===== config.mk =====
export PLATFORM = sky130hd
export DESIGN_NAME = cheat_fetch
export DESIGN_NICKNAME = d
export VERILOG_FILES = /design/src/cheat_pkg.sv /design/src/cheat_fetch.sv
export SDC_FILE = /design/constraint.sdc
export NUM_CORES = 1
export LEC_CHECK = 0
export ABC_AREA = 0
export BUFFER_PORTS_ARGS = -buffer_cell sky130_fd_sc_hd__buf_4
export CAP_MARGIN = 40
export CORE_AREA = 2 2 52 54
export DETAILED_ROUTE_END_ITERATION = 6
export DIE_AREA = 0 0 54 56
export PLACE_DENSITY_LB_ADDON = 0.3
export SLEW_MARGIN = 20
export SYNTH_ARGS = -nofsm -noshare
export SYNTH_HDL_FRONTEND = slang
export SYNTH_SLANG_ARGS = --single-unit

===== constraint.sdc =====
create_clock -name clk_pico -period 1.3 [get_ports clk_pico]
set_input_delay 0.39 -clock clk_pico [delete_from_list [all_inputs] [get_ports clk_pico]]
set_output_delay 0.39 -clock clk_pico [all_outputs]
set_load 0.1 [all_outputs]

===== src/cheat_pkg.sv =====
// Cheat program store package with widths, word types, descramble key and packer states
package cheat_pkg;

    // ----------------------------------------
    // Widths
    // ----------------------------------------
    localparam int ADDR_W          = 10;                        // Program RAM address width
    localparam int WORD_W          = 18;                        // Coprocessor instruction width
    localparam int BYTE_W          = 8;                         // Download bus width
    localparam int BYTES_PER_GROUP = 9;                         // Nine bytes carry four words
    localparam int CNT_W           = $clog2(BYTES_PER_GROUP);   // Byte position counter width
    localparam int BUF_W           = 2 * BYTE_W;                // Leftover bit buffer width

    // ----------------------------------------
    // Descramble key
    // ----------------------------------------
    // The low byte is mixed with the download address to build the swap mask.
    // The high byte is folded into the data between the two swap stages.
    localparam logic [2*BYTE_W-1:0] SCRAMBLE_KEY = 16'hA55A;

    // ----------------------------------------
    // Types
    // ----------------------------------------
    typedef logic [BYTE_W-1:0] prog_byte_t;   // One download byte or its address
    typedef logic [WORD_W-1:0] instr_t;       // One instruction word
    typedef logic [ADDR_W-1:0] iaddr_t;       // One program RAM address

    // Packer control states
    typedef enum logic {
        PACK_IDLE,   // Waiting for prog_en to rise
        PACK_LOAD    // Accepting download bytes
    } pack_state_t;

endpackage


===== src/cheat_fetch.sv =====
// Instruction fetch unit that steps a program counter through the program RAM
`timescale 1ns/100ps

module cheat_fetch (
    input  logic              clk_pico,      // Coprocessor clock
    input  logic              rst_n,         // Asynchronous reset, active low
    input  logic              run,           // High lets the counter advance
    input  logic              jump,          // One cycle load request
    input  cheat_pkg::iaddr_t jump_addr,     // Target address, valid with jump
    input  cheat_pkg::instr_t rd_data,       // Word returned by the RAM
    output cheat_pkg::iaddr_t rd_addr,       // Address sent to the RAM
    output cheat_pkg::iaddr_t pc,            // Program counter
    output cheat_pkg::instr_t instr,         // Current instruction
    output logic              instr_valid    // instr holds a requested word
);

    // ----------------------------------------
    // Program counter
    // ----------------------------------------
    always_ff @(posedge clk_pico or negedge rst_n) begin
        if (!rst_n) begin
            pc <= '0;
        end else if (jump) begin
            pc <= jump_addr;                 // Jump wins over run
        end else if (run) begin
            pc <= pc + 1'b1;                 // One instruction per cycle
        end
    end

    // ----------------------------------------
    // Valid tracking
    // ----------------------------------------
    // The RAM samples rd_addr at every edge. A word counts as requested
    // only when that edge also moved the counter forward, so the read of
    // the old address after a jump is discarded
    always_ff @(posedge clk_pico or negedge rst_n) begin
        if (!rst_n) begin
            instr_valid <= 1'b0;
        end else begin
            instr_valid <= run && !jump;     // Falls as soon as run drops
        end
    end

    assign rd_addr = pc;                     // Next read always follows the counter
    assign instr   = rd_data;                // The RAM register holds the word

endmodule


==> reports/metrics.yaml, run 1 <==
rsz0062_at_grt: "true"
core_um2: 2432
seqCellArea_um2: 312.8
max-cap-violations: 0
vias: 690
htreeDepth: 1
syn_area_per_cell_um2: 9.104
arrival_ps: 1010
cts_buffers: 3
placed_area_um2: 965.9
cts-root-buf: "clkbuf_4"
power_leakage_nw: 0.5535
fin_crit_sh_pct: 107.5
cts_buffer_depth: 2
synth_cells: 87
final_util_pct: 54.58
hold_viol: 0
multi_input_area_um2: 356.6
ant_nets: 0
synth_seq_area_share_pct: 34.76
layout_common_cells: "buf_4, buf_12, dfrtp_4"
violations: "negative setup slack"
io_pins: 71
clock_latency_ps: 270
start_kind: "flip-flop"
critical-path-top-delay-family: "flip-flops"
grt_pass1_vias: 672
place_congestion: 0.7518
final_design_area_no_fill_um2: 1328
cp_cell_sequence: "buf_6"
row_count: 18
fmax_mhz: 715.7
synth_area_leader_cell: "dfrtp_1"
grt_max_degree: 12
finalPower_mw: 1.778
grt_usage_pct: 13.09
place.port_buffers: 34
synth_cell_type_count: 20
layout.nets: 143
outcome: "finished with violations"
dr.pass1.iters: 3
drv_slew: 0
syn_to_final_growth_pct: 67.61
period_needed_ps: 1397
layout_commonest_cell: "buf_4"
drc: 0
die_y_um: 56
diodes: 0
hold_path.class: "input pin to flip-flop"
critPathBufInv: 1
numClockSinks: 11
p_comb_share_pct: 58.3
setup_viol: 23
yosysTopAreaCellShare_pct: 34.76
power_switching_mw: 0.8763
synth_top_cells_by_area: "dfrtp_1, buf_4, or4_1"
start_util_pct: 32.56
avgViaCountPerCell: 4.964
path_max_fanout: 5
stdcell_count: 139
cts_tree: "yes"
crit_slowest_cell: "dfrtp_4"
syn_nets: 120
syn_area_um2: 792.0
first_iter_violations: 8
wire_per_inst_um: 12.88
grt_pass1_wl_um: 2973
fin_worst_skew_ps: 5.761
p_sw_share_pct: 49.28
dp_hpwl_um: 1244
sequentialPowerShare_pct: 28.2
crit_path_end_kind: "primary output"
globalRouteOverflowTotal: 0
antenna_found_initial: 0
yosys_warnings: 0
finalWorstSetupSlack_ps: -97.26
ir_drop_mv: 0.8766
drive_gt1_share_pct: 64.22
path_clk_slew_ps: 80
slowest_delay_ps: 530
internal_power_mw: 0.9020
slew_headroom_pct: 84.15
p_clk_share_pct: 13.5
crit_required_ps: 910
drt-total-wl_um: 1791
ys_ff_latch: 11
die_area_um2: 3024
worstSetupPathType: "flip-flop to primary output"
fp.dieW_um: 54
pwr_density_cell_nw_per_um2: 1340
fill_cells: 221
dp_cells: 126
worst_pin_slew_ps: 236.3
[metrics by stage]
step | setup WS (ps) | hold WS (ps) | TNS (ps)
finish | -97.26 | 319.1 | -1688
global route | -126.2 | 318.0 | -2410
global placement | 11.59 | 235.0 | 0
floorplan | -190.0 | 94.41 | -1076
detailed placement | -0.4167 | 236.2 | -0.4167
CTS | -104.8 | 320.5 | -1783
[final timing paths]
| check | start | to | slack [ps] | cells past startpoint |
|---|---|---|---|---|
| worst min register to register | pc[9]$_DFFE_PN0P_ | pc[9]$_DFFE_PN0P_ | 680 | 2 |
| max in group asynchronous | rst_n | pc[4]$_DFFE_PN0P_ | 640 | 2 |
| worst max register to register | pc[1]$_DFFE_PN0P_ | pc[8]$_DFFE_PN0P_ | -40 | 4 |
| worst min-delay path | jump_addr[0] | pc[0]$_DFFE_PN0P_ | 320 | 3 |
| worst max-delay path | pc[0]$_DFFE_PN0P_ | pc[0] | -100 | 1 |
| min in group asynchronous | rst_n | pc[7]$_DFFE_PN0P_ | 480 | 2 |
[power by group through the flow]
stage	registers (mW)	logic, mW	clock network, mW
floorplan	0.742	0.683	0
CTS	0.504	1.00	0.246
detailed placement	0.475	0.822	0
finish	0.501	1.04	0.240
global route	0.511	1.07	0.266
global placement	0.474	0.818	0
[cell families after synthesis]
logic type	Yosys count	share of synthesized area (%)
DFF	11	34.75
AOI/OAI and AO/OA	12	9.636
buffers and inverters	31	28.44
adders and majority gates	1	1.580
xor gates and xnor gates	4	4.424
muxes	2	2.686
and+or+nand+nor	26	18.48
[registers in the layout (all words and copies together), names as in the netlist]
register     count
instr_valid      1
pc              10
[synth_stat cells, drive strengths merged]
master / n
o21ai: 4
o211ai: 2
o31ai: 3
nand4: 3
buf: 29
xor2: 2
nand2: 8
mux2i: 1
ha: 1
or4: 5
xnor2: 2
clkinv: 1
dfrtp: 11
mux2: 1
clkbuf: 1
nor2b: 1
nand3: 6
a31oi: 3
nor2: 3
[cell type report]
cell class	instances	share of cell area, %
Tap cell	30	2.828
Timing Repair Buffer	47	44.49
Clock buffer	4	1.979
Sequential cell	11	23.56
Multi-Input combinational cell	46	26.86
Inverter	1	0.2828
[routing by layer]
metal | share of wire [%] | vias to the layer above | global-route usage [%]
li1 | - | 324 | -
met1 | 39 | 327 | 14.19
met2 | 50 | 34 | 21.08
met3 | 9.0 | 5 | 6.183
met4 | 1.5 | 0 | 5.714
met5 | 0 | - | 0
[repair_timing]
item	in CTS	in global routing
pin swaps	2	7
hold buffers	1	0
setup buffers	4	3
endpoints found under the hold margin	11	0
cloned	1	0
gates resized for setup	54	9
endpoints found under the setup margin	21	26
(Power assumes the default switching activity.)
==> run 2: changes to the inputs <==
--- a/config.mk
+++ b/config.mk
@@ -8,11 +8,10 @@
 export ABC_AREA = 0
 export BUFFER_PORTS_ARGS = -buffer_cell sky130_fd_sc_hd__buf_4
 export CAP_MARGIN = 40
-export CORE_AREA = 2 2 52 54
+export CORE_AREA = 2 2 50 52
 export DETAILED_ROUTE_END_ITERATION = 6
-export DIE_AREA = 0 0 54 56
+export DIE_AREA = 0 0 52 54
 export PLACE_DENSITY_LB_ADDON = 0.3
-export SLEW_MARGIN = 20
 export SYNTH_ARGS = -nofsm -noshare
 export SYNTH_HDL_FRONTEND = slang
 export SYNTH_SLANG_ARGS = --single-unit
==> constraint.sdc (replaced) <==
create_clock -name clk_pico -period 1.6 [get_ports clk_pico]
set_input_delay 0.48 -clock clk_pico [delete_from_list [all_inputs] [get_ports clk_pico]]
set_output_delay 0.48 -clock clk_pico [all_outputs]
set_load 0.1 [all_outputs]
==> run 2 against run 1 <==
Net effect: the run now ends clean; register-to-register slack gained 180 ps; clock-buffer cell count is the same; die area shrank 7.1%; first-iteration DRC count grew 38%; non-clock buffer count shrank 13; core utilization shrank 15 points; total power shrank 33%; worst hold slack lost 280 ps; clock skew shrank 4.8 ps; global-route usage shrank 0.89 points; setup slack gained 190 ps; critical endpoint is now rd_addr[2]; largest cell class is now registers.
==> reports/metrics.yaml, run 2 (same netlist as run 1, synthesis figures left out) <==
arrival_ps: 1030
cts-root-buf: "clkbuf_4"
dp_cells: 121
placed_area_um2: 888.4
stdcell_count: 125
cp_num_cells: 1
critical-path-top-delay-family: "flip-flops"
core_um2: 2320
cts_tree: "yes"
start_kind: "flip-flop"
die_area_um2: 2808
cp_cell_sequence: "buf_4"
row_count: 18
start_util_pct: 34.14
layout_common_cells: "buf_4, nand2_1"
cp-startpoint: "pc[2]$_DFFE_PN0P_"
fmax_mhz: 662.6
top_regs: "pc (10), instr_valid (1)"
io_pins: 71
avgViaCountPerCell: 4.896
crit_required_ps: 1120
slew_headroom_pct: 81.48
fin_crit_sh_pct: 94.33
power_leakage_nw: 0.3839
pre_cts_ws_ps: 56.62
ant_nets: 0
slowest_delay_ps: 520
cts_hold_buf: 0
setup_viol: 0
htreeDepth: 1
holdWs_ps: 38.64
max-cap-violations: 0
r2r-end: "pc[8]$_DFFE_PN0P_"
final_design_area_no_fill_um2: 914.6
die_y_um: 54
cts_buffer_depth: 2
grt_max_degree: 15
fill_cells: 242
r2r_cells: 4
fp.dieW_um: 52
finalSetupTns_ps: 0
syn_to_final_growth_pct: 15.48
drv_slew: 0
cts-resized-gates: 0
worst_pin_slew_ps: 280.1
reg2reg_slack_ps: 140
post_cts_buffers: 0
layout_commonest_cell: "buf_4"
outcome: "finished, final reports clean"
place_congestion: 0.7864
worstSetupPathType: "flip-flop to primary output"
drt-total-wl_um: 1567
top_register: "pc"
first_iter_violations: 11
numClockSinks: 11
vias: 612
layout.nets: 129
pwr_density_cell_nw_per_um2: 1299
wire_per_inst_um: 12.54
place.port_buffers: 34
crit_path_end_kind: "primary output"
r2r-start: "pc[0]$_DFFE_PN0P_"
period_needed_ps: 1509
path_clk_slew_ps: 70
rsz0062_at_grt: "false"
drc: 0
drive_gt1_share_pct: 51.58
crit_slowest_cell: "dfrtp_4"
grt_pass1_wl_um: 2497
fin_worst_skew_ps: 0.9604
clock_latency_ps: 260
path_max_fanout: 6
ir_drop_mv: 0.5607
hold_viol: 0
diodes: 0
dp_hpwl_um: 1208
dr.pass1.iters: 4
antenna_found_initial: 0
cts_buffers: 3
largest_reg_flops: 10
hold_path.class: "input pin to async pin"
critPathBufInv: 1
grt_pass1_vias: 571
finalWorstSetupSlack_ps: 90.69
grt_usage_pct: 12.20
globalRouteOverflowTotal: 0
## run 2: how the worst max path moves through the flow
stage,to,slack [ps]
global route,pc[8]$_DFFE_PN0P_,30
detailed placement,pc[9]$_DFFE_PN0P_,60
CTS,rd_addr[2],70
global placement,pc[9]$_DFFE_PN0P_,100
finish,rd_addr[2],90
floorplan,pc[8]$_DFFE_PN0P_,-40
## run 2: cell type report
| cell class | count | area, um2 | share of cell area [%] |
|---|---|---|---|
| tap | 30 | 37.54 | 4.104 |
| clock buffer | 4 | 26.28 | 2.873 |
| inverter | 1 | 3.754 | 0.4104 |
| timing repair buffer | 34 | 255.2 | 27.91 |
| multi-input combinational | 45 | 291.5 | 31.87 |
| sequential | 11 | 300.3 | 32.83 |
## run 2: through the flow
stage,util [%],total power [mW]
2_1_floorplan,-,1.120
4_1_cts,39.43,1.206
6_report,39.43,1.188
3_3_place_gp,38.30,1.009
5_1_grt,39.43,1.242
3_5_place_dp,38.30,1.014
## run 2: power by group
group | switching, mW | internal (mW)
registers | 0.0508 | 0.321
clock network | 0.0875 | 0.0962
logic | 0.504 | 0.129
## run 2: metal layers
layer | routed length, um | GRT usage (%) | part of all wire (%)
met1 | 636 | 14.82 | 41
met2 | 762 | 19.62 | 49
met5 | 0 | 0 | 0
met4 | 0 | 5.702 | 0
met3 | 169 | 3.889 | 11
==> run 3: changes to the inputs <==
--- a/config.mk
+++ b/config.mk
@@ -8,9 +8,9 @@
 export ABC_AREA = 0
 export BUFFER_PORTS_ARGS = -buffer_cell sky130_fd_sc_hd__buf_4
 export CAP_MARGIN = 40
-export CORE_AREA = 2 2 50 52
+export CORE_AREA = 10 10 53 65
 export DETAILED_ROUTE_END_ITERATION = 6
-export DIE_AREA = 0 0 52 54
+export DIE_AREA = 0 0 63 75
 export PLACE_DENSITY_LB_ADDON = 0.3
 export SYNTH_ARGS = -nofsm -noshare
 export SYNTH_HDL_FRONTEND = slang
==> run 3 against run 2 <==
Net effect: non-clock buffer count is 1 higher; routed wire length is 19% higher; sequential power hardly changed; final cell count is 1.6% higher; clock power is 8% higher; sequential share of layout area is 0.31 points lower; clock skew is 3.0 ps higher; global-route usage is 4.2 points lower; critical path type unchanged; highest routed layer is now met4.
==> reports/metrics.yaml, run 3 (same netlist as run 1, synthesis figures left out) <==
path_max_fanout: 6
r2r-end: "pc[8]$_DFFE_PN0P_"
place_congestion: 0.8507
start_kind: "flip-flop"
path_clk_slew_ps: 80
cts-resized-gates: 0
htreeDepth: 1
ant_nets: 0
fmax_mhz: 655.5
slowest_delay_ps: 470
internal_power_mw: 0.5479
row_count: 19
drc: 0
arrival_ps: 1050
die_area_um2: 4725
largest_reg_flops: 10
r2r_cells: 4
drv_slew: 0
p_sw_share_pct: 54.63
hold_path.class: "input pin to async pin"
cts-root-buf: "clkbuf_4"
top_register: "pc"
p_clk_share_pct: 16.4
cts_hold_buf: 0
power_leakage_nw: 0.3881
critical-path-top-delay-family: "flip-flops"
ir_drop_mv: 0.5975
layout_common_cells: "buf_4, nand2_1"
diodes: 0
wire_per_inst_um: 14.67
setup_viol: 0
fin_worst_skew_ps: 3.926
layout.nets: 130
cp-startpoint: "pc[2]$_DFFE_PN0P_"
cp_cell_sequence: "buf_4"
grt_max_degree: 15
power_switching_mw: 0.6596
cts_buffer_depth: 2
slew_headroom_pct: 81.27
place.port_buffers: 34
die_y_um: 75
drt-total-wl_um: 1863
finalPower_mw: 1.207
dr.pass1.iters: 3
first_iter_violations: 13
syn_to_final_growth_pct: 16.59
outcome: "finished, final reports clean"
holdWs_ps: 25.66
cts_buffers: 3
worstSetupPathType: "flip-flop to primary output"
max-cap-violations: 0
crit_required_ps: 1120
period_needed_ps: 1526
rsz0062_at_grt: "false"
crit_path_end_kind: "primary output"
hold_viol: 0
r2r-start: "pc[0]$_DFFE_PN0P_"
avgViaCountPerCell: 4.732
p_comb_share_pct: 52.9
crit_slowest_cell: "dfrtp_4"
numClockSinks: 11
clock_latency_ps: 270
pwr_density_cell_nw_per_um2: 1308
critPathBufInv: 1
dp_hpwl_um: 1540
grt_pass1_wl_um: 3111
fp.dieW_um: 63
top_regs: "pc (10), instr_valid (1)"
grt_usage_pct: 8.042
io_pins: 71
final_util_pct: 41.77
cts_tree: "yes"
vias: 601
sequentialPowerShare_pct: 30.6
core_um2: 2211
drive_gt1_share_pct: 52.08
post_cts_buffers: 0
worst_pin_slew_ps: 283.2
antenna_found_initial: 0
fin_crit_sh_pct: 95.35
reg2reg_slack_ps: 120
start_util_pct: 35.82
layout_commonest_cell: "buf_4"
globalRouteOverflowTotal: 0
grt_pass1_vias: 673
-- run 3: changes by cell type in the layout (fill, tap and decap cells not counted) --
cell | before | now
buf_4 | 34 | 35
-- run 3: how the worst max path moves through the flow --
stage	to	depth (start not counted)
final	rd_addr[2]	1
after global routing	pc[8]$_DFFE_PN0P_	4
after CTS	rd_addr[2]	1
after detailed placement	pc[7]$_DFFE_PN0P_	4
after global placement	pc[9]$_DFFE_PN0P_	4
after floorplan	pc[8]$_DFFE_PN0P_	4
-- run 3: power by group through the flow --
stage / logic [mW] / clock network, mW / registers, mW
floorplan: 0.534 / 0 / 0.586
global placement: 0.643 / 0 / 0.374
detailed placement: 0.645 / 0 / 0.377
CTS: 0.646 / 0.204 / 0.371
global route: 0.665 / 0.218 / 0.380
finish: 0.639 / 0.198 / 0.370
-- run 3: cell type report --
| type | count | area, um2 |
|---|---|---|
| fill | 245 | 1287 |
| tap | 31 | 38.79 |
| multi-input combinational | 45 | 291.5 |
| inverter | 1 | 3.754 |
| clock buffer | 4 | 26.28 |
| timing repair buffer | 35 | 262.8 |
| sequential | 11 | 300.3 |
-- run 3: routing by layer --
layer  GRT usage [%]  routed length (um)
met1           8.333                 731
met2           12.66                 933
met3           3.412                 175
met4           6.716                  22
met5               0                   0
-- run 3: per-stage QoR --
step | setup TNS [ps] | cell area, um2 | std cells | setup WS (ps)
floorplan | -41.13 | 817.0 | 87 | -41.13
global placement | 0 | 897.1 | 123 | 139.3
detailed placement | 0 | 897.1 | 123 | 113.7
CTS | 0 | 923.4 | 127 | 62.23
global route | 0 | 923.4 | 127 | 40.60
finish | 0 | 923.4 | 127 | 74.48
