--- src/cheat_pkg.sv ---
// Cheat program store package with widths, word types, descramble key and packer states
package cheat_pkg;

    // ----------------------------------------
    // Widths
    // ----------------------------------------
    localparam int ADDR_W          = 10;                        // Program RAM address width
    localparam int WORD_W          = 18;                        // Coprocessor instruction width
    localparam int BYTE_W          = 8;                         // Download bus width
    localparam int BYTES_PER_GROUP = 9;                         // Nine bytes carry four words
    localparam int CNT_W           = $clog2(BYTES_PER_GROUP);   // Byte position counter width
    localparam int BUF_W           = 2 * BYTE_W;                // Leftover bit buffer width

    // ----------------------------------------
    // Descramble key
    // ----------------------------------------
    // The low byte is mixed with the download address to build the swap mask.
    // The high byte is folded into the data between the two swap stages.
    localparam logic [2*BYTE_W-1:0] SCRAMBLE_KEY = 16'hA55A;

    // ----------------------------------------
    // Types
    // ----------------------------------------
    typedef logic [BYTE_W-1:0] prog_byte_t;   // One download byte or its address
    typedef logic [WORD_W-1:0] instr_t;       // One instruction word
    typedef logic [ADDR_W-1:0] iaddr_t;       // One program RAM address

    // Packer control states
    typedef enum logic {
        PACK_IDLE,   // Waiting for prog_en to rise
        PACK_LOAD    // Accepting download bytes
    } pack_state_t;

endpackage

--- src/cheat_descramble.sv ---
// Byte descrambler that undoes the keyed swap and XOR applied to the cheat program download
`timescale 1ns/100ps

module cheat_descramble (
    input  logic                 descramble_en,   // High applies the key and low passes data
    input  cheat_pkg::prog_byte_t byte_addr,      // Download address of this byte
    input  cheat_pkg::prog_byte_t byte_in,        // Raw byte from the download stream
    output cheat_pkg::prog_byte_t byte_out        // Byte ready for packing
);

    import cheat_pkg::*;

    prog_byte_t mask;     // Per-byte swap selection
    prog_byte_t stage1;   // After the first swap stage
    prog_byte_t stage2;   // After the key XOR

    // Swaps the two bits of each pair whose select bit is set
    function automatic prog_byte_t swap_pairs(prog_byte_t data, logic [3:0] sel);
        prog_byte_t res;
        res = data;
        for (int i = 0; i < 4; i++) begin
            if (sel[i]) begin
                res[2*i +: 2] = {data[2*i], data[2*i+1]};   // Exchange bit 2i and bit 2i+1
            end
        end
        return res;
    endfunction

    // ----------------------------------------
    // Swap, XOR, swap
    // ----------------------------------------
    assign mask   = byte_addr ^ SCRAMBLE_KEY[BYTE_W-1:0];        // Address dependent mask
    assign stage1 = swap_pairs(byte_in, mask[3:0]);              // Low mask nibble picks pairs
    assign stage2 = stage1 ^ SCRAMBLE_KEY[2*BYTE_W-1:BYTE_W];    // High key byte flips bits

    // High mask nibble runs the second swap over the same pairs
    assign byte_out = descramble_en ? swap_pairs(stage2, mask[7:4]) : byte_in;

endmodule

--- src/cheat_word_packer.sv ---
// Download packer that turns groups of nine bytes into four 18-bit program RAM writes
`timescale 1ns/100ps

module cheat_word_packer (
    input  logic                  clk_rom,         // Download clock
    input  logic                  rst_n,           // Asynchronous reset, active low
    input  logic                  prog_en,         // High for the whole download
    input  logic                  prog_wr,         // One strobe per byte
    input  logic                  descramble_en,   // Static level during a download
    input  cheat_pkg::prog_byte_t prog_addr,       // Byte address, valid with prog_wr
    input  cheat_pkg::prog_byte_t prog_data,       // Byte data, valid with prog_wr
    output cheat_pkg::instr_t     wr_data,         // Assembled instruction word
    output cheat_pkg::iaddr_t     wr_addr,         // Next RAM address and word count
    output logic                  wr_en            // One cycle write strobe
);

    import cheat_pkg::*;

    pack_state_t      state;       // Packer FSM state
    logic             prog_en_q;   // Registered prog_en for edge detection
    logic [CNT_W-1:0] byte_cnt;    // Position of the next byte inside its group
    logic [BUF_W-1:0] shift_buf;   // Last two bytes, newest in the upper half
    prog_byte_t       byte_dsc;    // Descrambled incoming byte
    logic             start;       // Rising edge of prog_en
    logic             byte_take;   // A byte is accepted this cycle
    logic             word_done;   // This byte completes a word
    logic             last_byte;   // This byte closes the group

    cheat_descramble cheat_descramble_inst (
        .descramble_en (descramble_en),
        .byte_addr     (prog_addr),
        .byte_in       (prog_data),
        .byte_out      (byte_dsc)
    );

    // ----------------------------------------
    // Byte qualification
    // ----------------------------------------
    assign start     = prog_en && !prog_en_q;                            // Restart the download
    assign byte_take = (state == PACK_LOAD) && prog_en && prog_wr && !start;
    assign word_done = (byte_cnt != '0) && !byte_cnt[0];                 // Positions 2, 4, 6, 8
    assign last_byte = (byte_cnt == CNT_W'(BYTES_PER_GROUP - 1));        // Position 8

    // ----------------------------------------
    // Control path
    // ----------------------------------------
    always_ff @(posedge clk_rom or negedge rst_n) begin
        if (!rst_n) begin
            prog_en_q <= 1'b0;
            state     <= PACK_IDLE;
            byte_cnt  <= '0;
            wr_en     <= 1'b0;
            wr_addr   <= '0;
        end else begin
            prog_en_q <= prog_en;
            wr_en     <= 1'b0;                          // Strobe lasts one cycle by default
            if (start) begin
                state    <= PACK_LOAD;                  // A strobe in this cycle is dropped
                byte_cnt <= '0;
                wr_addr  <= '0;
            end else begin
                if (wr_en) begin
                    wr_addr <= wr_addr + 1'b1;          // Step after the RAM took the word
                end
                if (state == PACK_LOAD && !prog_en) begin
                    state <= PACK_IDLE;                 // Download finished
                end
                if (byte_take) begin
                    byte_cnt <= last_byte ? '0 : byte_cnt + 1'b1;
                    wr_en    <= word_done;
                end
            end
        end
    end

    // ----------------------------------------
    // Data path
    // ----------------------------------------
    // Each word takes the buffered leftover bits as its low part and the
    // bottom of the new byte as its top part
    always_ff @(posedge clk_rom) begin
        if (byte_take) begin
            shift_buf <= {byte_dsc, shift_buf[BUF_W-1:BYTE_W]};   // Keep the last two bytes
            case (byte_cnt)
                CNT_W'(2): wr_data <= {byte_dsc[1:0], shift_buf};          // Bits 0 to 17
                CNT_W'(4): wr_data <= {byte_dsc[3:0], shift_buf[15:2]};    // Bits 18 to 35
                CNT_W'(6): wr_data <= {byte_dsc[5:0], shift_buf[15:4]};    // Bits 36 to 53
                CNT_W'(8): wr_data <= {byte_dsc, shift_buf[15:6]};         // Bits 54 to 71
                default: ;
            endcase
        end
    end

endmodule

--- config.mk ---
export PLATFORM = sky130hd
export DESIGN_NAME = cheat_word_packer
export DESIGN_NICKNAME = d
export VERILOG_FILES = /design/src/cheat_pkg.sv /design/src/cheat_descramble.sv /design/src/cheat_word_packer.sv
export SDC_FILE = /design/constraint.sdc
export NUM_CORES = 1
export LEC_CHECK = 0
export ABC_CLOCK_PERIOD_IN_PS = 3100
export BUFFER_PORTS_ARGS = -buffer_cell sky130_fd_sc_hd__buf_4
export CAP_MARGIN = 10
export CORE_AREA = 5 5 91 85
export CTS_CLUSTER_SIZE = 14
export DETAILED_ROUTE_END_ITERATION = 10
export DIE_AREA = 0 0 96 90
export SYNTH_ARGS = -nofsm -noshare
export SYNTH_HDL_FRONTEND = slang
export SYNTH_SLANG_ARGS = --single-unit
--- constraint.sdc ---
create_clock -name clk_rom -period 3.1 [get_ports clk_rom]
set_input_delay 0.31 -clock clk_rom [delete_from_list [all_inputs] [get_ports clk_rom]]
set_output_delay 0.31 -clock clk_rom [all_outputs]
set_load 0.05 [all_outputs]
==> metrics list, run 1 <==
- The flow ran to the end, and the final reports show no timing, DRC or antenna violations.
- The die covers roughly 8600 sq um.
- Sink Count: between 50 and 60
* Area of the mapped netlist: around 2600 sq um
- The library cells used most frequently in the layout, excluding fill and tap cells, are 51 x sky130_fd_sc_hd__buf_4, 34 x sky130_fd_sc_hd__edfxtp_1, 31 x sky130_fd_sc_hd__nand2_1.
* Wire length per cell: approximately 13 um
- The first global-routing pass estimated around 8.7 mm of wire.
- Total net switching power: roughly 0.32 mW
- For the final database, setup skew stands at around 0.007 ns.
- The detail route stage leaves a number of antenna-violating nets equal to 0.
- Boundary pin count: 50
* Total negative slack: 0 ns
- Starting density of the core: between 30% and 40%
- Registers take ~1400 sq um.
- Horizontal die dimension: around 96 um
- In this run switching power makes up between 20% and 30% of total power.
- Post-detailed-route DRC marker count: 0
- After clock tree synthesis, the clock-pin slew on the worst setup and hold paths is ~0.090 ns.
- Summing all placed instances gives a cell area of 3028 sq um.
- Post-layout instance area: ~3100 sq um
- Area growth syn-to-layout: 20.98%
- Once detailed placement completed, the half-perimeter wirelength came to roughly 3.6 mm.
- Number of failing hold endpoints at the final stage: 0
- From bottom edge to top edge, the die measures around 90 um.
- Fraction of the yosys area taken by sequential cells: a little under three fifths
- Combinational logic is responsible for 11.3% of the overall power.
* Area taken by multi-input logic gates: 1056 sq um
* Slew headroom: roughly half
* Count of standard-cell rows: 29
- Number of antenna violations at the first check in global routing: 0
- Of the cells placed in the final design, the portion with a size suffix greater than 1 is ~23%.
- Along the worst hold path, the cell count comes to 1.
- At the worst endpoint, the required time is roughly 3.2 ns.
- Summed over all instances, the cell type with the most area after synthesis is sky130_fd_sc_hd__edfxtp_1.
- Most common cell after layout, fill and taps aside: sky130_fd_sc_hd__buf_4
- Internal power comes to 1.040 mW.
- Pin count of the biggest net entering global routing: 23
- For this run, the detailed router's first-pass iteration total came to 7.
* Nature of the critical path endpoint: flip-flop
- Among all flip-flop cells after synthesis, the most frequent one is sky130_fd_sc_hd__edfxtp_1.
- Across every metal layer, demand over resource in global routing totals between 10% and 20%.
- Count of buffers inserted at the top-level ports: 49
- After detailed routing, the total wire length is ~5.1 mm.
* Count of buffers added by post-CTS timing repair for setup: 0
* Max_cap viols: 0
- Setup repair after global routing left no endpoint under its margin.
* Post-synth ARST share: between 30% and 40%
* Total global routing overflow: 0
- Avg Vias per Cell: between 5 and 6
* 1st-iter DRT viols: 220
- Counting flops and latches in the post-synthesis netlist gives between 50 and 60.
- In the synthesized netlist, the number of instances is approximately 240.
* Total power density per cell area: ~430 nW/um^2
- Final total power: around 1.4 mW
* CTS Root Buffer Type: sky130_fd_sc_hd__clkbuf_8
- Sequential power share: about 56%
- Post-synthesis net count: 267
* Number of pins with negative max-slew slack in the final report: 0
- Mapped Avg Cell Area: between 10 and 15 sq um
* Hold Buf Count CTS: 1
- The analysis attributes to cell leakage a power of between 1 and 1.5 nW.
- In the final design database the tool counted ~310 nets.
- CTS max path bufs: 2
* Core Box Area: just under 7000 sq um
- After clock tree synthesis, the repair step resized 0 gates.
- The worst setup path is of the reg -> reg kind.
- Clock tree from TritonCTS: done
- Share of the clock period used by the worst path: 74.04%
* Standard cell with the maximum stage delay on the critical path: sky130_fd_sc_hd__and3_1
- Number of fillers in the final layout: approximately 660
* CP cell instances: inv_1 > ha_1 > and3_1 > nor3_4 > a22o_1 > a221o_1
* Critical-path maximum fanout: 20
- Count of unique library cells instantiated by Yosys: 42
- Worst-margin pin slew: about 0.74 ns
- For the worst flop-to-flop path, the logic depth is 6.
* H-tree depth: 2
* GP Congestion: 0.7927
- STA classifies the critical path startpoint as a flip-flop.
- Worst ir drop on vdd: between 0.2 and 0.25 mV
- Num CTS Buffers: 5
* Critical path arrival: roughly 2.4 ns
- For this block, the via count after detailed routing is 2,005.
- The later pin in the worst-skew pair is clocked with a latency of around 0.30 ns.
- Setup violations remaining at the end of the flow were counted as 0.
* Vias in the first global route: around 1.9k
- Yosys printed 0 warnings.
- The clock network accounts for approximately 33% of the total power.
* Number of antenna cells inserted: 0
- Sorting the synthesized cells by area gives the leading types as sky130_fd_sc_hd__edfxtp_1 39%, sky130_fd_sc_hd__dfrtp_1 16%, sky130_fd_sc_hd__a222oi_1 4.6%.
- Yosys mapped a number of flops with a built-in enable equal to 34.
* Fraction of post-synthesis cell area in the top cell type by area: between 30% and 40%
- Based on the critical path, the design can be clocked at up to ~440 MHz.
- Path category of the worst min-delay check: in -> reg
- Delay of the slowest cell on the worst path: between 0.6 and 0.7 ns
- For the finished layout, the period the worst path requires is approximately 2.3 ns.
-- worst max-delay path, delay by kind of cell, from the launching register on --
family | cells | cell delay [ns]
buffers and inverters | 1 | 0.12
DFF | 1 | 0.44
adders and majority gates | 1 | 0.17
and+or+nand+nor | 2 | 0.79
AOI/OAI and AO/OA | 2 | 0.52
-- path summary, 6_finish.rpt --
kind,end,from,slack [ns]
max reg2reg,wr_data[15],byte_cnt[0],0.80
min,prog_en_q,prog_en,0.20
min reg2reg,wr_addr[9],wr_addr[9],0.54
max in group asynchronous,byte_cnt[0],rst_n,2.51
min in group asynchronous,byte_cnt[2],rst_n,0.40
max,wr_data[15],byte_cnt[0],0.80
-- final cells by class --
type	instances	share of cell area, %
sequential	51	45.98
clock inverter	3	1.233
clock buffer	5	2.188
multi-input combinational	171	33.57
timing repair buffer	52	12.49
tap	93	3.699
inverter	7	0.8353
-- power groups by stage --
stage	sequential, mW	clock [mW]	combinational, mW
2_1_floorplan	0.774	0	0.0896
3_3_place_gp	0.768	0	0.151
3_5_place_dp	0.768	0	0.153
4_1_cts	0.753	0.467	0.155
5_1_grt	0.756	0.492	0.175
6_report	0.754	0.450	0.153
-- synthesized netlist by cell type (3+ instances only) --
library cell,instances
sky130_fd_sc_hd__a21oi_1,17
sky130_fd_sc_hd__a221oi_1,3
sky130_fd_sc_hd__a222oi_1,12
sky130_fd_sc_hd__a22oi_1,6
sky130_fd_sc_hd__a31oi_1,11
sky130_fd_sc_hd__and3_1,4
sky130_fd_sc_hd__buf_2,5
sky130_fd_sc_hd__clkbuf_1,4
sky130_fd_sc_hd__dfrtp_1,17
sky130_fd_sc_hd__edfxtp_1,34
sky130_fd_sc_hd__ha_1,4
sky130_fd_sc_hd__inv_1,6
sky130_fd_sc_hd__nand2_1,31
sky130_fd_sc_hd__nand2b_1,7
sky130_fd_sc_hd__nand3_1,5
sky130_fd_sc_hd__nand4_1,4
sky130_fd_sc_hd__nor2_1,28
sky130_fd_sc_hd__nor2b_1,3
sky130_fd_sc_hd__o21ai_0,6
sky130_fd_sc_hd__xor2_1,6
-- per-stage QoR --
step | hold WS, ns | utilization, % | worst slack [ns] | cells
CTS | 0.1814 | 46.61 | 0.8087 | 382
detailed placement | 0.1894 | 44.86 | 0.8124 | 373
global placement | 0.1892 | 44.86 | 0.9077 | 373
finish | 0.1975 | 46.61 | 0.8049 | 382
global route | 0.1823 | 46.61 | 0.6029 | 382
floorplan | 0.01441 | - | 0.3714 | 242
-- registers in the layout, indices dropped and copies added (netlist names) --
signal,flops
wr_data,18
shift_buf,16
wr_addr,10
byte_cnt,4
prog_en_q,1
state,1
wr_en,1
-- kinds of logic after synthesis --
kind of cell	Yosys count	synth area share, %
flip-flops	51	55.63
adder cells (fa/ha/maj)	4	1.925
AND/OR/NAND/NOR	91	16.94
XOR/XNOR	8	2.695
multiplexers	1	0.3850
AO/OA/AOI/OAI	67	18.43
buffers and inverters	20	3.993
-- metal layers --
layer | wire length [um] | up-vias | track usage, %
li1 | - | 1006 | -
met1 | 2531 | 926 | 17.71
met5 | 0 | - | 0
met3 | 262 | 5 | 2.337
met4 | 62 | 0 | 4.265
met2 | 2278 | 68 | 18.80
Power figures use the tool's default switching activity.
==> run 2, diff against run 1 <==
Settings changed: ABC_AREA set to 1, ABC_CLOCK_PERIOD_IN_PS 3100 to 2200, CORE_AREA 5 5 91 85 to 5 5 95 88, DIE_AREA 0 0 96 90 to 0 0 100 93.
Clock period 3.1 ns to 2.2 ns, I/O delays scaled along.
==> metrics list, run 2 <==
* CP Data Required Time: around 2.2 ns
- The mapped netlist covers ~2800 sq um.
- Dividing the final minimum period by the clock period gives roughly 87%.
* Core Box Area: about 7300 sq um
* Clock tree from TritonCTS: done
* Fraction of the core area covered by cells at the end of the flow: 46.74%
- The worst hold path belongs to the class in -> reg.
* YS warnings: 0
- After the first detailed-routing iteration, the DRC count stood at ~130.
- Timing would allow up to approximately 520 MHz.
- Most frequent cell after synthesis: sky130_fd_sc_hd__nand2_1
* Number of antenna cells inserted: 0
* Count of buffers added by post-CTS timing repair for setup: 0
* Post-cts repair resize count: 0
* Critical path arrival: ~1.9 ns
- The via count of the first global-routing pass came to around 2.3k.
- Clock slew at the register clock pins of the worst setup and hold paths: roughly 0.090 ns
- The number of placed instances, taps included, is 486.
- Most used DFF post-synth: sky130_fd_sc_hd__edfxtp_1
* Worst-margin pin slew: approximately 0.45 ns
* Final setup fails: 0
- Post-DRT Antenna Nets: 0
- Cell Count, Final, Fillers Out: between 400 and 500
- Setup total negative slack on the finished layout was measured at 0 ns.
- Post-synth ARST share: between 30% and 40%
* Area growth syn-to-layout: 20.60%
* Fraction of the yosys area taken by sequential cells: approximately half
- For this run the aggregate overflow at the end of global routing stands at 0.
- Of all nets on the critical path, the largest fanout is 19.
* Horizontal die dimension: ~100 um
* Wire length per cell: 12.66 um
* Avg Vias per Cell: around 4.9
- Counting along the longest clock path gives a buffer depth of 2.
- The library cells used most frequently in the layout, excluding fill and tap cells, are 107 x sky130_fd_sc_hd__nand2_1, 53 x sky130_fd_sc_hd__nand3_1, 53 x sky130_fd_sc_hd__buf_4.
- Die ar.: just over 9000 sq um
* Post-synthesis net count: between 300 and 400
* Area taken by multi-input logic gates: ~1100 sq um
- FF/Latch Area: between 1000 and 1500 sq um
- In this run the static leakage power is about 1.6 nW.
- Worst ir drop on vdd: ~0.26 mV
- Count of unique library cells instantiated by Yosys: 28
- Pin count of the biggest net entering global routing: 20
- Num CTS Buffers: 5
- Max-cap violations in this run came to 0.
- Unrepaired setup endpoints after global routing: no
- The pre-antenna-repair detailed-routing pass consisted of 4 iterations.
- The max-slew violation count came to 0.
* Count of buffers inserted at the top-level ports: 49
- Leading cell types by count after synthesis: 107 x sky130_fd_sc_hd__nand2_1, 53 x sky130_fd_sc_hd__nand3_1, 51 x sky130_fd_sc_hd__inv_1, 34 x sky130_fd_sc_hd__edfxtp_1, 17 x sky130_fd_sc_hd__dfrtp_1
- The critical path is of the reg -> reg type.
* Total power density per cell area: between 500 and 600 nW/um^2
- After detailed routing, the number of remaining DRC violations is 0.
- Mapped Avg Cell Area: about 8.2 sq um
- Instance count of the mapped netlist: ~340
* Overall via count from detail_route: 2,433
- Counting the fill cells in the layout gives about 740.
- The synthesized design devotes to its leading area cell type a little over a third of total area.
* Cell type with the largest total area after synthesis: sky130_fd_sc_hd__edfxtp_1
- Crit path launch type: flip-flop
- CTS Root Buffer Type: sky130_fd_sc_hd__clkbuf_8
- The largest registers in the layout are wr_data x18, shift_buf x16, wr_addr x10.
- HPWL after detailed placement: approximately 4.8 mm
* Top reg by flops: wr_data
* Number of failing hold endpoints at the final stage: 0
- The first global-routing pass estimated about 11 mm of wire.
- Starting density of the core: approximately 39%
- Tot GR Track Use: approximately 14%
- Headroom to the max-slew limit came out at between 60% and 70%.
* Time the worst path needs with I/O delays and setup: around 1.9 ns
- For this run, the post-layout net count is approximately 420.
- Largest cells by area after synthesis: sky130_fd_sc_hd__edfxtp_1 36%, sky130_fd_sc_hd__dfrtp_1 15%, sky130_fd_sc_hd__nand2_1 14%
* H-tree depth: 2
- Total Routed Length: roughly 6.3 mm
* Number of enable-type register cells in the synthesized netlist: 34
- Number of antenna violations at the first check in global routing: 0
- Row generation in the floorplan step produced 30 rows.
* Source-to-sink clock delay at the later pin of the worst-skew pair: approximately 0.31 ns
- Sink Count: 51
- The run finished with clean final reports.
* GP Congestion: between 0.8 and 0.9
* Number of flip-flops under the largest register name: 18
- Nature of the critical path endpoint: flip-flop
- Proportion of layout cells with a drive suffix above 1: 17.79%
- The die is roughly 93 um tall.
- After synthesis the netlist holds a flip-flop and latch count of between 50 and 60.
* Hold Buf Count CTS: 1
- Boundary pin count: 50
* Max Clock Skew: slightly above 0.009 ns
- Most common cell after layout, fill and taps aside: sky130_fd_sc_hd__nand2_1
-- run 2: cell type report --
class,count,share of cell area (%)
Tap cell,96,3.511
Inverter,54,5.925
Clock inverter,2,0.4389
Clock buffer,6,2.414
Multi-Input combinational cell,232,33.50
Sequential cell,51,42.28
Timing Repair Buffer,54,11.92
-- run 2: per-stage QoR --
stage	power (mW)	area (sq um)	hold slack, ns	setup slack [ns]
2_1_floorplan	1.204	2843	-0.07559	0.002115
3_3_place_gp	1.281	3313	0.09936	0.3896
3_5_place_dp	1.283	3313	0.1003	0.3180
4_1_cts	1.861	3421	0.03139	0.2877
5_1_grt	1.930	3421	0.02737	0.1237
6_report	1.835	3421	0.04275	0.2916
-- run 2: critical path, stage by stage (launching register included) --
cell and delay [ns]:
sky130_fd_sc_hd__dfrtp_1 0.43, sky130_fd_sc_hd__inv_1 0.13, sky130_fd_sc_hd__ha_1 0.27, sky130_fd_sc_hd__nand3_2 0.18
sky130_fd_sc_hd__inv_2 0.15, sky130_fd_sc_hd__nor2_8 0.09, sky130_fd_sc_hd__a21oi_2 0.16, sky130_fd_sc_hd__buf_4 0.20
-- run 2: where the power goes --
part | internal, mW | switching, mW
clock network | 0.258 | 0.316
registers | 1.04 | 0.0182
logic | 0.0754 | 0.123
total | 1.38 | 0.457
-- run 2: final timing paths --
path | startpoint | end | slack [ns] | depth (start not counted)
worst min-delay path | prog_en | prog_en_q | 0.04 | 1
max in group asynchronous | rst_n | byte_cnt[0] | 1.70 | 2
worst max-delay path | byte_cnt[0] | wr_data[10] | 0.29 | 7
worst max register to register | byte_cnt[0] | wr_data[10] | 0.29 | 7
worst min register to register | state | state | 0.49 | 2
min in group asynchronous | rst_n | wr_addr[8] | 0.31 | 2
-- run 2: routing by layer --
| metal | global-route usage, % | vias up | share of wire [%] |
|---|---|---|---|
| met5 | 0 | - | 0 |
| li1 | - | 1250 | - |
| met3 | 2.834 | 8 | 5.5 |
| met4 | 4.489 | 0 | 1.8 |
| met2 | 22.56 | 65 | 45 |
| met1 | 19.25 | 1110 | 48 |
-- run 2: cells by family (layout without fill, tap and decap cells) --
group	count (synthesis)	after routing	share of synthesized area, %
flops	51	51	50.99
buf+inv	61	116	8.822
compound gates	30	30	6.484
simple gates	196	196	31.32
fa+ha+maj	4	4	1.765
xor+xnor	2	2	0.6177
==> run 3, diff against run 2 <==
Settings changed: ABC_CLOCK_PERIOD_IN_PS 2200 to 1600.
Clock period 2.2 ns to 1.6 ns, I/O delays scaled along.
==> metrics list, run 3 (synthesized netlist as in run 2, its figures left out) <==
* Total global routing overflow: 0
- Power spread over the standard cell area amounts to 713.2 nW/um^2.
* Worst setup slack after placement: 0.005206 ns
- Leading cell types in the layout, fill and taps excluded: 105 x sky130_fd_sc_hd__nand2_1, 66 x sky130_fd_sc_hd__buf_4, 48 x sky130_fd_sc_hd__nand3_1
- For the worst setup path, the data required time is about 1.6 ns.
- Vias in the first global route: roughly 2.3k
* GP Congestion: around 0.83
* Count of buffers inserted at the top-level ports: 49
- In this run, placement finished with an instance count of ~500.
- For this block, the routed nets add up to roughly 6.4 mm of wire.
* Area growth syn-to-layout: 32.47%
- Clock slew at the register clock pins of the worst setup and hold paths: approximately 0.090 ns
* Critical-path maximum fanout: 10
- CTS Root Buffer Type: sky130_fd_sc_hd__clkbuf_8
- The final hold violation count is 0.
- The register with the most flip-flops in the layout has 18 of them.
- Total net switching power: approximately 0.64 mW
- Worst ir drop on vdd: 0.4572 mV
- In this run the horizontal extent of the chip is approximately 100 um.
* Combinational power share: 12.1%
* Source-to-sink clock delay at the later pin of the worst-skew pair: 0.31 ns
- Global-route wire length before repair: around 11 mm
- STA classifies the critical path endpoint as a flip-flop.
- Entering global routing, the biggest net connects 20 pins.
* Post-detailed-route DRC marker count: 0
* Most common cell after layout, fill and taps aside: sky130_fd_sc_hd__nand2_1
- The first routing iteration left approximately 170 violations.
- TritonCTS built the clock tree.
* Share of the clock period used by the worst path: approximately 100%
* Max Clock Skew: between 0.015 and 0.02 ns
- The floorplan step set the die height to a little over 90 um.
- In the final layout, flip-flops and latches occupy ~1400 sq um.
- Leakage power total: roughly 1.7 nW
- In this run the tightest slew margin relative to its limit is between 70% and 80%.
* HPWL after detailed placement: 4.630 mm
* CTS max path bufs: 2
- Number of antenna cells inserted: 0
* Highest achievable clock rate: around 630 MHz
- Count of standard-cell rows: 30
- The number of antenna violations at the first check in global routing came to 0.
* CP cell instances: inv_2 > ha_4 > nand3_4 > nand2_4 > nor2_8 > a21oi_4 > buf_12
* Number of fillers in the final layout: between 700 and 800
* Unrepaired setup endpoints after global routing: yes
- The finished layout holds around 520 standard cells, fillers aside.
* Regs by FF count: wr_data x18, shift_buf x16, wr_addr x10
- Of the total power, the clock network draws between 30% and 40%.
- Worst-margin pin slew: 0.3377 ns
- Post-route worst setup slack: slightly below 0.008 ns
- Max_cap viols: 0
- Result of the run: complete, no violations
* Wire length per cell: about 12 um
* Time the worst path needs with I/O delays and setup: roughly 1.6 ns
- CTS saw 51 sinks.
- Counting both buffers and inverters, the worst setup path holds a total of 2.
- Core Box Area: ~7300 sq um
* Fin nets: between 400 and 500
- The initial utilization of the core area, before any placement, comes to between 30% and 40%.
* Total negative slack: 0 ns
- The register with the most flip-flops in the final layout is wr_data.
* Die ar.: between 9000 and 10,000 sq um
- Overall via count from detail_route: about 2.5k
- Launch instance of the worst register-to-register path: byte_cnt[0]
- The post-route netlist has 26.37% of its cells at a drive strength greater than 1.
- The max-slew violation count came to 0.
* Final total power: 2.680 mW
- Critical path arrival: between 1.5 and 2 ns
* Path category of the worst min-delay check: in -> async
* Pint: 2.039 mW
* Standard cell with the maximum stage delay on the critical path: sky130_fd_sc_hd__dfrtp_1
- First-pass DRT Iterations: 4
* Post-place instance area: 3500 sq um
* Sequential power share: between 50% and 60%
- Num CTS Buffers: 5
* Post-layout instance area: 3757 sq um
- Of the total power, the share spent switching nets is 23.90%.
- The critical path starts at byte_cnt[0].
- In the routed layout, each cell is associated on average with a via count of roughly 4.8.
* Post-DRT Antenna Nets: 0
- Final setup fails: 0
- Summing all multi-input logic gate instances after layout gives between 1000 and 1500 sq um.
- For this run, the slowest stage of the critical path takes about 0.4 ns.
- The worst setup path is launched from a flip-flop.
- H-tree depth: 2
* Boundary pin count: 50
- The cell family contributing the most delay on the critical path is flip-flops.
* Category of the critical setup timing path: reg -> reg
- Global routing used 13.86% of the available tracks.
run 3: changes by cell type in the layout (fill, tap and decap cells not counted), moves of 3 or more:
cell	delta
sky130_fd_sc_hd__buf_6	+6
sky130_fd_sc_hd__nand3_2	+3
sky130_fd_sc_hd__nand3_1	-5
sky130_fd_sc_hd__buf_4	+13
sky130_fd_sc_hd__inv_1	-5
sky130_fd_sc_hd__clkinvlp_4	+3
run 3: stage by stage:
step,util (%),hold WS [ns]
global placement,47.81,0.04342
detailed placement,47.81,0.04232
global route,51.33,0.2668
CTS,49.68,0.2510
floorplan,-,-0.1356
finish,51.33,0.2523
run 3: routing by layer:
metal,routed length [um],global-route usage [%],up-vias
met2,3079,22.44,68
met3,341,2.088,8
li1,-,-,1291
met4,81,4.714,0
met1,2922,18.97,1107
met5,0,0,-
run 3: area by class of cell:
| type | count | share of cell area, % |
|---|---|---|
| timing repair inverter | 1 | 0.1998 |
| sequential | 51 | 38.53 |
| timing repair buffer | 75 | 16.05 |
| inverter | 54 | 5.661 |
| multi-input combinational | 232 | 33.37 |
| clock buffer | 5 | 1.832 |
| clock inverter | 3 | 1.166 |
| tap | 96 | 3.197 |
run 3: power by group through the flow:
stage	registers (mW)	logic, mW	clock network, mW
final	1.46	0.324	0.897
after global routing	1.46	0.366	0.977
after CTS	1.46	0.313	0.919
after detailed placement	1.49	0.308	0
after global placement	1.49	0.303	0
after floorplan	1.50	0.173	0
run 3: worst paths after layout:
path / to / slack, ns / cells after the start
worst min register to register: state / 0.50 / 2
max in group asynchronous: wr_addr[0] / 1.14 / 2
worst min-delay path: wr_addr[7] / 0.25 / 2
min in group clk_rom: shift_buf[14] / 0.28 / 4
worst max-delay path: wr_data[7] / 0.008 / 7
worst max register to register: wr_data[7] / 0.008 / 7
run 3: what timing repair did:
action	4_1_cts	5_1_grt
endpoints found under the setup margin	9	35
pin swaps	1	18
endpoints found under the hold margin	18	0
hold buffers	2	0
buffers inserted	0	5
resized for setup	1	20
gates cloned	0	1
